[src/rtl/jsp_pkg.sv]
// Byte and count types plus frame constants shared by the JTAG serial port
`default_nettype none

package jsp_pkg;

  ////////////////////////////////////////////////////////////////////////////
  // Frame constants

  localparam int unsigned BITS_PER_BYTE = 8;  // Bits in one shifted byte

  // Index of the final bit of a byte, sized for the 3 bit counters
  localparam logic [2:0] LAST_BIT_IDX = 3'(BITS_PER_BYTE - 1);

  ////////////////////////////////////////////////////////////////////////////
  // Types

  typedef logic [BITS_PER_BYTE-1:0] jsp_byte_t;  // One data byte
  typedef logic [3:0] jsp_cnt_t;                 // FIFO byte count, status nibble

  localparam jsp_cnt_t CNT_MAX = '1;  // Counts saturate here

endpackage

`default_nettype wire

[src/rtl/jsp_byte_fifo.sv]
// Byte FIFO with strobe and valid/ready sides and saturated fill and space counts
`timescale 1ns/100ps
`default_nettype none

module jsp_byte_fifo
  import jsp_pkg::*;
#(
  parameter int unsigned fifo_depth = 8  // Entries, 2 to 15
) (
  input  logic      tck_i,
  input  logic      rst_i,
  input  logic      push_i,       // Strobe side write
  input  jsp_byte_t push_data_i,
  input  logic      pop_i,        // Strobe side read
  input  logic      out_ready_i,  // Host side read
  input  logic      in_valid_i,   // Host side write
  input  jsp_byte_t in_data_i,
  output jsp_byte_t head_o,       // Oldest entry
  output logic      out_valid_o,
  output logic      in_ready_o,
  output jsp_cnt_t  fill_o,
  output jsp_cnt_t  space_o
);

  localparam int unsigned PTR_W = $clog2(fifo_depth);
  localparam int unsigned CNT_W = $clog2(fifo_depth + 1);
  localparam logic [PTR_W-1:0] PTR_LAST = PTR_W'(fifo_depth - 1);

  jsp_byte_t        mem [fifo_depth];  // Storage, no reset
  logic [PTR_W-1:0] wr_ptr_q;
  logic [PTR_W-1:0] rd_ptr_q;
  logic [CNT_W-1:0] count_q;           // Entries held
  logic             wr_en;
  logic             rd_en;
  jsp_byte_t        wr_data;

  // Clamp a count to the 4 bit status field
  function automatic jsp_cnt_t sat_cnt(input int unsigned val);
    return (val > 32'(CNT_MAX)) ? CNT_MAX : jsp_cnt_t'(val);
  endfunction

  assign out_valid_o = (count_q != '0);
  assign in_ready_o  = (count_q != CNT_W'(fifo_depth));

  // Only one side of each direction is wired in the top level
  assign wr_en   = push_i | (in_valid_i & in_ready_o);
  assign rd_en   = pop_i | (out_valid_o & out_ready_i);
  assign wr_data = push_i ? push_data_i : in_data_i;

  assign head_o  = mem[rd_ptr_q];
  assign fill_o  = sat_cnt(32'(count_q));
  assign space_o = sat_cnt(32'(fifo_depth) - 32'(count_q));

  always_ff @(posedge tck_i) begin
    if (wr_en) begin
      mem[wr_ptr_q] <= wr_data;
    end
  end

  always_ff @(posedge tck_i or posedge rst_i) begin
    if (rst_i) begin
      wr_ptr_q <= '0;
      rd_ptr_q <= '0;
      count_q  <= '0;
    end else begin
      if (wr_en) begin
        wr_ptr_q <= (wr_ptr_q == PTR_LAST) ? '0 : wr_ptr_q + 1'b1;  // Wrap at depth
      end
      if (rd_en) begin
        rd_ptr_q <= (rd_ptr_q == PTR_LAST) ? '0 : rd_ptr_q + 1'b1;
      end
      case ({wr_en, rd_en})
        2'b10:   count_q <= count_q + 1'b1;
        2'b01:   count_q <= count_q - 1'b1;
        default: count_q <= count_q;  // Both or neither
      endcase
    end
  end

endmodule

`default_nettype wire

[src/rtl/jsp_in_ctrl.sv]
// Input control FSM with write bit counter, input shift register, space and user counters
`timescale 1ns/100ps
`default_nettype none

module jsp_in_ctrl
  import jsp_pkg::*;
#(
  parameter bit start_bit_en = 1'b1  // Wait for a 1 start bit before the header
) (
  input  logic      tck_i,
  input  logic      rst_i,
  input  logic      module_select_i,
  input  logic      capture_dr_i,
  input  logic      shift_dr_i,
  input  logic      update_dr_i,
  input  logic      tdi_i,
  input  jsp_cnt_t  space_i,      // Receive FIFO space
  output logic      push_o,       // Push strobe into the receive FIFO
  output jsp_byte_t push_data_o
);

  typedef enum logic [1:0] {
    WR_IDLE,  // Between frames
    WR_WAIT,  // Looking for the start bit
    WR_HDR,   // Header byte, U in the high nibble
    WR_XFER   // Data bytes
  } wr_state_t;

  wr_state_t  state_q;
  wr_state_t  state_d;
  logic [2:0] bit_cnt_q;    // Bits taken of the current byte
  jsp_byte_t  shift_q;      // Input shift register, LSB first
  jsp_cnt_t   space_q;      // Space left for this frame
  jsp_cnt_t   user_q;       // Bytes still announced by the host
  logic       frame_start;
  logic       bit_en;       // Shift cycle that takes a bit
  logic       byte_done;    // Eighth bit of a byte on tdi_i
  jsp_byte_t  byte_in;      // Byte including the current bit

  assign frame_start = module_select_i & capture_dr_i;
  assign bit_en      = shift_dr_i & ((state_q == WR_HDR) | (state_q == WR_XFER));
  assign byte_done   = bit_en & (bit_cnt_q == LAST_BIT_IDX);
  assign byte_in     = {tdi_i, shift_q[BITS_PER_BYTE-1:1]};

  // Push only while both space and user count remain
  assign push_o      = byte_done & (state_q == WR_XFER) & (space_q != '0) & (user_q != '0);
  assign push_data_o = byte_in;

  ////////////////////////////////////////////////////////////////////////////
  // Next state

  always_comb begin
    state_d = state_q;
    case (state_q)
      WR_IDLE: begin
        if (frame_start) begin
          state_d = start_bit_en ? WR_WAIT : WR_HDR;
        end
      end
      WR_WAIT: begin
        if (update_dr_i) begin
          state_d = WR_IDLE;
        end else if (shift_dr_i && tdi_i) begin
          state_d = WR_HDR;  // Start bit seen, not data
        end
      end
      WR_HDR: begin
        if (update_dr_i) begin
          state_d = WR_IDLE;
        end else if (byte_done) begin
          state_d = WR_XFER;
        end
      end
      WR_XFER: begin
        if (update_dr_i) begin
          state_d = WR_IDLE;
        end
      end
      default: state_d = WR_IDLE;
    endcase
  end

  ////////////////////////////////////////////////////////////////////////////
  // State and counters

  always_ff @(posedge tck_i or posedge rst_i) begin
    if (rst_i) begin
      state_q   <= WR_IDLE;
      bit_cnt_q <= '0;
      space_q   <= '0;
      user_q    <= '0;
    end else begin
      state_q <= state_d;
      if ((state_q == WR_IDLE) && frame_start) begin
        bit_cnt_q <= '0;
        space_q   <= space_i;  // Sampled once per frame
      end else if (bit_en) begin
        bit_cnt_q <= byte_done ? '0 : bit_cnt_q + 1'b1;
      end
      if ((state_q == WR_HDR) && byte_done) begin
        user_q <= byte_in[7:4];  // Low nibble reserved
      end else if (push_o) begin
        user_q <= user_q - 1'b1;
      end
      if (push_o) begin
        space_q <= space_q - 1'b1;
      end
    end
  end

  // Shift register, payload only
  always_ff @(posedge tck_i) begin
    if (bit_en) begin
      shift_q <= byte_in;
    end
  end

endmodule

`default_nettype wire

[src/rtl/jsp_out_ctrl.sv]
// Output control FSM with read bit counter, remaining byte counter and TDO shift register
`timescale 1ns/100ps
`default_nettype none

module jsp_out_ctrl
  import jsp_pkg::*;
(
  input  logic      tck_i,
  input  logic      rst_i,
  input  logic      module_select_i,
  input  logic      capture_dr_i,
  input  logic      shift_dr_i,
  input  logic      update_dr_i,
  input  jsp_byte_t tx_head_i,   // Transmit FIFO head byte
  input  jsp_cnt_t  tx_fill_i,   // Transmit FIFO fill
  input  jsp_cnt_t  rx_space_i,  // Receive FIFO space
  output logic      tdo_o,
  output logic      pop_o        // Pop strobe for the transmit FIFO
);

  typedef enum logic [1:0] {
    RD_IDLE,    // Between frames
    RD_STATUS,  // Status byte on TDO
    RD_ACK,     // First bit of a byte, pop happens here
    RD_XFER     // Rest of a data byte
  } rd_state_t;

  rd_state_t  state_q;
  rd_state_t  state_d;
  logic [2:0] bit_cnt_q;     // Bits sent of the current byte
  jsp_cnt_t   remain_q;      // Transmit bytes still owed this frame
  jsp_byte_t  tdo_shift_q;   // Parallel load shift register
  logic       load_status;   // Capture cycle of a selected frame
  logic       bit_en;        // Shift cycle inside a frame
  logic       byte_done;     // Last bit of a byte on TDO

  assign load_status = (state_q == RD_IDLE) & module_select_i & capture_dr_i;
  assign bit_en      = shift_dr_i & (state_q != RD_IDLE);
  assign byte_done   = bit_en & (bit_cnt_q == LAST_BIT_IDX);

  assign tdo_o = tdo_shift_q[0];  // LSB first
  assign pop_o = (state_q == RD_ACK) & shift_dr_i & (remain_q != '0);

  ////////////////////////////////////////////////////////////////////////////
  // Next state

  always_comb begin
    state_d = state_q;
    case (state_q)
      RD_IDLE: begin
        if (load_status) begin
          state_d = RD_STATUS;
        end
      end
      RD_STATUS, RD_XFER: begin
        if (update_dr_i) begin
          state_d = RD_IDLE;
        end else if (byte_done) begin
          state_d = RD_ACK;
        end
      end
      RD_ACK: begin
        if (update_dr_i) begin
          state_d = RD_IDLE;
        end else if (shift_dr_i) begin
          state_d = RD_XFER;  // Pause holds us here
        end
      end
      default: state_d = RD_IDLE;
    endcase
  end

  ////////////////////////////////////////////////////////////////////////////
  // State, counters and TDO register

  always_ff @(posedge tck_i or posedge rst_i) begin
    if (rst_i) begin
      state_q     <= RD_IDLE;
      bit_cnt_q   <= '0;
      remain_q    <= '0;
      tdo_shift_q <= '0;
    end else begin
      state_q <= state_d;

      // Bit counter
      if (load_status) begin
        bit_cnt_q <= '0;
      end else if (bit_en) begin
        bit_cnt_q <= byte_done ? '0 : bit_cnt_q + 1'b1;
      end

      // Remaining bytes, fill sampled at capture
      if (load_status) begin
        remain_q <= tx_fill_i;
      end else if (pop_o) begin
        remain_q <= remain_q - 1'b1;
      end

      // Status byte, then head bytes, then zeros
      if (load_status) begin
        tdo_shift_q <= {tx_fill_i, rx_space_i};
      end else if (byte_done) begin
        tdo_shift_q <= (remain_q != '0) ? tx_head_i : '0;
      end else if (bit_en) begin
        tdo_shift_q <= {1'b0, tdo_shift_q[BITS_PER_BYTE-1:1]};
      end
    end
  end

endmodule

`default_nettype wire

[src/rtl/jsp_top.sv]
// JTAG serial port top level with both controllers and the receive and transmit FIFOs
`timescale 1ns/100ps
`default_nettype none

module jsp_top
  import jsp_pkg::*;
#(
  parameter int unsigned fifo_depth   = 8,    // Entries per FIFO
  parameter bit          start_bit_en = 1'b1  // Input waits for a start bit
) (
  input  logic      tck_i,
  input  logic      rst_i,
  // TAP side
  input  logic      module_select_i,
  input  logic      capture_dr_i,
  input  logic      shift_dr_i,
  input  logic      update_dr_i,
  input  logic      tdi_i,
  output logic      tdo_o,
  // Host receive path
  output logic      rx_valid_o,
  output jsp_byte_t rx_data_o,
  input  logic      rx_ready_i,
  // Host transmit path
  input  logic      tx_valid_i,
  input  jsp_byte_t tx_data_i,
  output logic      tx_ready_o
);

  logic      rx_push;
  jsp_byte_t rx_push_data;
  jsp_cnt_t  rx_space;
  logic      tx_pop;
  jsp_byte_t tx_head;
  jsp_cnt_t  tx_fill;

  ////////////////////////////////////////////////////////////////////////////
  // Controllers

  jsp_in_ctrl #(
    .start_bit_en(start_bit_en)
  ) in_ctrl (
    .tck_i          (tck_i),
    .rst_i          (rst_i),
    .module_select_i(module_select_i),
    .capture_dr_i   (capture_dr_i),
    .shift_dr_i     (shift_dr_i),
    .update_dr_i    (update_dr_i),
    .tdi_i          (tdi_i),
    .space_i        (rx_space),
    .push_o         (rx_push),
    .push_data_o    (rx_push_data)
  );

  jsp_out_ctrl out_ctrl (
    .tck_i          (tck_i),
    .rst_i          (rst_i),
    .module_select_i(module_select_i),
    .capture_dr_i   (capture_dr_i),
    .shift_dr_i     (shift_dr_i),
    .update_dr_i    (update_dr_i),
    .tx_head_i      (tx_head),
    .tx_fill_i      (tx_fill),
    .rx_space_i     (rx_space),
    .tdo_o          (tdo_o),
    .pop_o          (tx_pop)
  );

  ////////////////////////////////////////////////////////////////////////////
  // FIFOs

  // JTAG pushes, host pops
  jsp_byte_fifo #(
    .fifo_depth(fifo_depth)
  ) rx_fifo (
    .tck_i      (tck_i),
    .rst_i      (rst_i),
    .push_i     (rx_push),
    .push_data_i(rx_push_data),
    .pop_i      (1'b0),
    .out_ready_i(rx_ready_i),
    .in_valid_i (1'b0),
    .in_data_i  ('0),
    .head_o     (rx_data_o),
    .out_valid_o(rx_valid_o),
    .in_ready_o (),
    .fill_o     (),
    .space_o    (rx_space)
  );

  // Host pushes, JTAG pops
  jsp_byte_fifo #(
    .fifo_depth(fifo_depth)
  ) tx_fifo (
    .tck_i      (tck_i),
    .rst_i      (rst_i),
    .push_i     (1'b0),
    .push_data_i('0),
    .pop_i      (tx_pop),
    .out_ready_i(1'b0),
    .in_valid_i (tx_valid_i),
    .in_data_i  (tx_data_i),
    .head_o     (tx_head),
    .out_valid_o(),
    .in_ready_o (tx_ready_o),
    .fill_o     (tx_fill),
    .space_o    ()
  );

endmodule

`default_nettype wire

[config.mk]
export PLATFORM = sky130hd
export DESIGN_NAME = jsp_top
export DESIGN_NICKNAME = d
export VERILOG_FILES = /design/src/rtl/jsp_pkg.sv /design/src/rtl/jsp_byte_fifo.sv /design/src/rtl/jsp_in_ctrl.sv /design/src/rtl/jsp_out_ctrl.sv /design/src/rtl/jsp_top.sv
export SDC_FILE = /design/constraint.sdc
export NUM_CORES = 1
export LEC_CHECK = 0
export ABC_AREA = 1
export BUFFER_PORTS_ARGS = -buffer_cell sky130_fd_sc_hd__buf_2
export CAP_MARGIN = 30
export CORE_MARGIN = 2
export CORE_UTILIZATION = 62
export CTS_CLUSTER_SIZE = 8
export DETAILED_ROUTE_END_ITERATION = 8
export HOLD_SLACK_MARGIN = 0.02
export PLACE_DENSITY = 0.79
export SYNTH_ARGS = -nofsm -noshare
export SYNTH_HDL_FRONTEND = slang
export SYNTH_HIERARCHICAL = 1
export SYNTH_SLANG_ARGS = --single-unit
[constraint.sdc]
create_clock -name tck_i -period 3.49 [get_ports tck_i]
set_input_delay 0.698 -clock tck_i [delete_from_list [all_inputs] [get_ports tck_i]]
set_output_delay 0.698 -clock tck_i [all_outputs]
set_load 0.02 [all_outputs]
* Yosys cells after proc, flatten, opt, wreduce, memory -nomap -nowiden
Memories as Yosys holds them, arrays and structs flattened.
Index checks and enable logic that the tools add are counted.
** Word-level totals
- Flip-flop bits (word level) :: 58
- RAM bits :: 128
- Input port bits :: 17
- Output and inout port bits :: 11
- Logic and storage cells :: 133
- Memories kept :: 2
** Memories
- rx_fifo.mem :: depth 8, width 8, rd ports 1, clocked after memory_dff 0, write ports 1, RTL line jsp_byte_fifo.sv:29 : jsp_byte_t mem [fifo_depth];
- tx_fifo.mem :: depth 8, width 8, rd ports 1, clocked after memory_dff 0, write ports 1, RTL line jsp_byte_fifo.sv:29
** Cells by class
- Add/sub/neg operators :: 14
- Magnitude comparators :: 1
- Eq/ne operators :: 24
- Mux-type cells :: 41
- Bitwise gates (word level) :: 15
- Reduce and logical (&&, ||, !) cells :: 21
** Operator list (count)
- $mux W8 :: 5
- $gt A32 B4 Y1 const B :: 1
- $mux W3 :: 10
- $mux W4 :: 7
- $mux W2 :: 11
- $sub A4 B1 Y4 const B :: 5
- $add A3 B1 Y3 const B :: 6
- $eq A3 B3 Y1 const B :: 6
- $pmux W4 S2 :: 2
- $reduce_bool A2 Y1 :: 8
- $reduce_bool A4 Y1 :: 4
- $and A1 B1 Y1 :: 14
- $eq A2 B2 Y1 const B :: 6
- $ne A3 B2 Y1 const B :: 3
- $add A4 B1 Y4 const B :: 2
- $eq A2 B1 Y1 const B :: 4
- $pmux W2 S4 :: 1
- $pmux W2 S3 :: 1
- $sub A4 B4 Y5 const A :: 1
- $logic_not A2 Y1 :: 2
- $mux W1 :: 4
- $ne A2 B1 Y1 const B :: 2
- $ne A4 B4 Y1 const B :: 1
- $reduce_and A4 Y1 :: 1
- 7 further kinds :: 9

* Longest topological paths before layout
- Depth in word-level cells :: 9
- Gate-level depth with buffers :: 18
- Depth with buffers taken out :: 17

* Hierarchy
Netlist, hierarchy kept.
** By module, submodules not included
- jsp_byte_fifo (tx_fifo) :: instances 1, cells an instance 407, area each 3592.2 µm², sequential area each 2172.1 µm²
- jsp_byte_fifo (rx_fifo) :: instances 1, cells an instance 303, area each 3279.4 µm², sequential area each 2172.1 µm²
- jsp_out_ctrl :: instances 1, cells an instance 160, area each 1157.4 µm², sequential area each 425.4 µm²
- jsp_in_ctrl :: instances 1, cells an instance 134, area each 1109.8 µm², sequential area each 535.5 µm²
- jsp_top :: instances 1, cells an instance 1, area each 3.8 µm², sequential area each 0.0 µm²

* Worst setup path after synthesis
Ideal clock, no wire load.
- Kind :: reg2reg
- Start :: reg in_ctrl.bit_cnt_q[0]
- End :: reg rx_fifo.count_q[2], in the netlist rx_fifo/fill_o[2]
- Setup time :: 128 ps
- Arrival :: 2495 ps
- Required time :: 3362 ps
- Slack :: 867 ps
- Cell stages (with the launch flop) :: 16
- Buffers on the path :: 1
- Clock period less this slack :: 2623 ps
- Cell sequence :: dfrtp_1 -> ha_1 -> ha_1 -> nand4_1 -> nor2_1 -> buf_6 -> clkinv_1 -> nand2_4 -> inv_1 -> ha_1 -> nor2_1 -> nor2_1 -> ha_1 -> a21oi_1 -> xor2_1 -> o21ai_0
** Between the ends
- Word-level cells in the longest chain between the ends :: 7
- Elaborated cells on any way between the ends :: 9
- Those cells by class :: 3 x eq/ne; 1 x mux; 4 x bitwise; 1 x reduce/logical
** Ends and longest elaborated chain
- start: declaration :: RTL line jsp_in_ctrl.sv:31 : logic [2:0] bit_cnt_q;
- start signal: assignment :: RTL line jsp_in_ctrl.sv:98 : bit_cnt_q <= byte_done ? '0 : bit_cnt_q + 1'b1;
- $eq A3 B3 Y1 (*) :: RTL line jsp_in_ctrl.sv:42 : assign byte_done = bit_en & (bit_cnt_q == LAST_BIT_IDX);
- $and A1 B1 Y1 (*) :: RTL line jsp_in_ctrl.sv:42
- $and A1 B1 Y1 (*) (3 in a row) :: RTL line jsp_in_ctrl.sv:46 : assign push_o = byte_done & (state_q == WR_XFER) & (space_q != '0) & (user_q != '0);
- via rx_push :: RTL line jsp_top.sv:30 : logic rx_push;
- $eq A2 B1 Y1 or $eq A2 B2 Y1 (tied branches) :: RTL line jsp_byte_fifo.sv:72 : case ({wr_en, rd_en})
- $pmux W4 S2 or $reduce_bool A2 Y1 (tied branches)
- end signal: assignment :: RTL line jsp_byte_fifo.sv:73 : 2'b10: count_q <= count_q + 1'b1;
- end signal: assignment :: RTL line jsp_byte_fifo.sv:74 : 2'b01: count_q <= count_q - 1'b1;
- end signal: assignment :: RTL line jsp_byte_fifo.sv:75 : default: count_q <= count_q;
- end: declaration :: RTL line jsp_byte_fifo.sv:32 : logic [CNT_W-1:0] count_q;
Mark *: on every way through the listed nets, which the timed path passes. The rest lies on a longest branch.
A chain may end at the register's enable or synchronous reset.

* Final worst setup path
Same ends and word-level chain as after synthesis.

==> impl_metrics.toml <==
[synth]
synth_instances = 995
post_synth_instance_area_um2 = 9100
synthesis.yosys.warnings = 6
postSynthAreaPerCell_um2 = 9.15

[layout]
n_fill_cell = 1113
layout.nets = 1082
insertedDiodeCount = 0
post_route_utilization_pct = 69.0
seqCellArea_um2 = 5310
drive_above_1_share_pct = 10.2
syn_to_final_growth_pct = 9.45
final_instance_area_um2 = 9960
multi_input_area_um2 = 3240

[timing]
timing_max_transition_violations_final = 0
period_utilization_pct = 81.3
fin_setup_tns_ns = 0
tightest_slew_ns = 0.895
min_period_ns = 2.84
max-slew-margin-rel_pct = 40.1
grt_setup_unrepaired = "no"
clock_skew_ns = 0.00673
fmax_ghz = 0.353
finalHoldViolations = 0
setup_violations = 0

[global_route]
grt_overflow = 0
antenna_found_initial = 0
grt_first_pass_wirelength_um = 30400
grt_util_all_layers_pct = 24.6
vias_in_the_first_global_route = 6313
maximum_number_of_pins_on_one_net_before_global_route_repair = 49

[worst_setup_path]
worst-endpoint-required_ns = 3.81
critical-path-max-stage-delay_ns = 0.36
worst-path-buf-inv = 3
worstPathCellList = "ha_1 -> ha_1 -> nand4_1 -> nor2_1 -> buf_4 -> clkinv_1 -> nand2_4 -> inv_1 -> ha_1 -> nor2_1 -> nor2_1 -> ha_1 -> a21oi_1 -> xor2_1 -> o21ai_0"
path_max_fanout = 12
cp_slowest_cell = "sky130_fd_sc_hd__dfrtp_1"
startpoint_type_of_the_worst_setup_path = "flop"
arrival_ns = 3.15
worst_r2r_path_depth = 15
setup.worst_path.end_class = "flop"
worstSetupPathDepth = 15
critical-path-top-delay-family = "adder cells"
reg2reg_setup_slack_ns = 0.65
crit_type = "flop to flop"
worst_path_most_repeated_cell = "sky130_fd_sc_hd__ha_1"

[run_status]
status = "finished clean"

[clock_network]
cts_resized = 0
cts_inserted_buffers = 17
worst_setup_hold_path_clk_slew_ns = 0.06
tritoncts = "done"
clock_tree.buffer_depth = 2
post_cts_hold_buffer_count = 0
worst_skew_pair_latency_ns = 0.43
h-tree-depth = 4
cts-root-buf = "sky130_fd_sc_hd__clkbuf_16"
post_cts.repair.setup_buffers = 0
clock_sink_count = 185

[drt]
wirelength_um = 18400
tritonroute_pass_1_iters = 5
vias_per_cell = 5.29
post_drt_wl_per_cell_um = 14.9
drt_iter0_markers = 659
detail_route.drc_violations = 0
detailroute.via_count = 6552
antenna_left = 0

[pwr]
static-leakage-power_nw = 4.50
power.density_nw_per_um2 = 833
ir_drop_uv = 506
power_mw = 8.29

[die]
fp.dieArea_um2 = 15700
core_um2 = 14400
num_rows = 44
count_of_boundary_i_o_pins = 28
start_util_pct = 63.1
fp.dieW_um = 125
floorplan_die_height_um = 125

[flow_run]
max_cap_violations = 0

[hold_path]
hp-class = "primary input to asynchronous set/reset pin"

[placement]
buffer_ports.inserted = 27
detailedPlacementHpwl_um = 12200
placed_area_um2 = 9420
finalWeightedCongestion = 0.897
layout by cell type (no fill, tap or decap), types with 2 or more instances in the layout:
| cell | n |
|---|---|
| sky130_fd_sc_hd__buf_2 | 27 |
| sky130_fd_sc_hd__clkinv_2 | 3 |
| sky130_fd_sc_hd__nand4_1 | 6 |
| sky130_fd_sc_hd__edfxtp_1 | 135 |
| sky130_fd_sc_hd__nand2_2 | 7 |
| sky130_fd_sc_hd__clkbuf_1 | 4 |
| sky130_fd_sc_hd__clkbuf_16 | 17 |
| sky130_fd_sc_hd__nand3_1 | 45 |
| sky130_fd_sc_hd__xor2_1 | 3 |
| sky130_fd_sc_hd__clkbuf_8 | 4 |
| sky130_fd_sc_hd__o21ai_1 | 37 |
| sky130_fd_sc_hd__nor2_2 | 4 |
| sky130_fd_sc_hd__nand2_4 | 4 |
| sky130_fd_sc_hd__o21ai_0 | 26 |
| sky130_fd_sc_hd__nor2_4 | 2 |
| sky130_fd_sc_hd__nand3_2 | 2 |
| sky130_fd_sc_hd__dfrtp_1 | 49 |
| sky130_fd_sc_hd__clkinv_1 | 4 |
| sky130_fd_sc_hd__a21boi_0 | 5 |
| sky130_fd_sc_hd__ha_1 | 23 |
| sky130_fd_sc_hd__inv_2 | 10 |
| sky130_fd_sc_hd__conb_1 | 20 |
| sky130_fd_sc_hd__o22ai_1 | 16 |
| sky130_fd_sc_hd__o21ai_2 | 5 |
| sky130_fd_sc_hd__nand2_1 | 331 |
| sky130_fd_sc_hd__nor2_1 | 131 |
| sky130_fd_sc_hd__xnor2_1 | 5 |
| sky130_fd_sc_hd__inv_1 | 98 |
| sky130_fd_sc_hd__a21oi_2 | 2 |
| sky130_fd_sc_hd__buf_4 | 9 |
| sky130_fd_sc_hd__a21oi_1 | 5 |
power breakdown:
part / leakage [nW] / switching, mW / internal (mW) / total (mW)
logic: 2.38 / 2.12 / 1.07 / 3.19
clock network: 0.265 / 0.782 / 0.984 / 1.77
registers: 1.85 / 0.408 / 2.93 / 3.34
total: 4.50 / 3.31 / 4.99 / 8.29
state kept, by name, summed over array words and instances, names as in the netlist:
register / cells
rx_fifo/mem: 64
tx_fifo/mem: 64
out_ctrl/tdo_shift_q: 8
in_ctrl/shift_q: 7
in_ctrl/space_q: 4
in_ctrl/user_q: 4
out_ctrl/remain_q: 4
rx_fifo/fill_o: 4
tx_fifo/fill_o: 4
in_ctrl/bit_cnt_q: 3
out_ctrl/bit_cnt_q: 3
rx_fifo/rd_ptr_q: 3
rx_fifo/wr_ptr_q: 3
tx_fifo/rd_ptr_q: 3
tx_fifo/wr_ptr_q: 3
in_ctrl/state_q: 2
out_ctrl/state_q: 2
metrics by stage:
step	setup slack, ns	cells	hold slack, ns
floorplan	0.867	1014	0.427
global placement	0.688	1206	0.433
detailed placement	0.629	1206	0.436
CTS	0.656	1238	0.302
global route	0.357	1238	0.325
finish	0.654	1238	0.299
per-layer routing:
metal  global-route usage, %  vias to the layer above  part of all wire (%)
met3                    4.11                       25                   4.4
met2                    42.8                      179                    52
met5                       0                        -                     0
met4                    8.04                        0                   1.8
li1                        -                     3299                     -
met1                    31.9                     3049                    42
path summary, 6_finish.rpt:
path                                                       start                                to
min in group tck_i                  in_ctrl/shift_q[4]$_DFFE_PP_      in_ctrl/shift_q[3]$_DFFE_PP_
worst max register to register  in_ctrl/bit_cnt_q[0]$_DFFE_PP0P_     rx_fifo/fill_o[2]$_DFFE_PP0P_
worst min register to register      in_ctrl/shift_q[4]$_DFFE_PP_      in_ctrl/shift_q[3]$_DFFE_PP_
worst max-delay path            in_ctrl/bit_cnt_q[0]$_DFFE_PP0P_     rx_fifo/fill_o[2]$_DFFE_PP0P_
max in group asynchronous                                  rst_i  out_ctrl/remain_q[2]$_DFFE_PP0P_
worst min-delay path                                       rst_i     tx_fifo/fill_o[3]$_DFFE_PP0P_
final cells by class:
class / count / share of cell area [%]
Clock buffer: 25 / 4.97
Clock inverter: 7 / 0.440
Inverter: 111 / 4.18
Multi-Input combinational cell: 689 / 32.6
Sequential cell: 185 / 53.3
Tap cell: 184 / 2.31
Timing Repair Buffer: 37 / 2.24
Note: power is estimated with default switching activity, not from simulation.
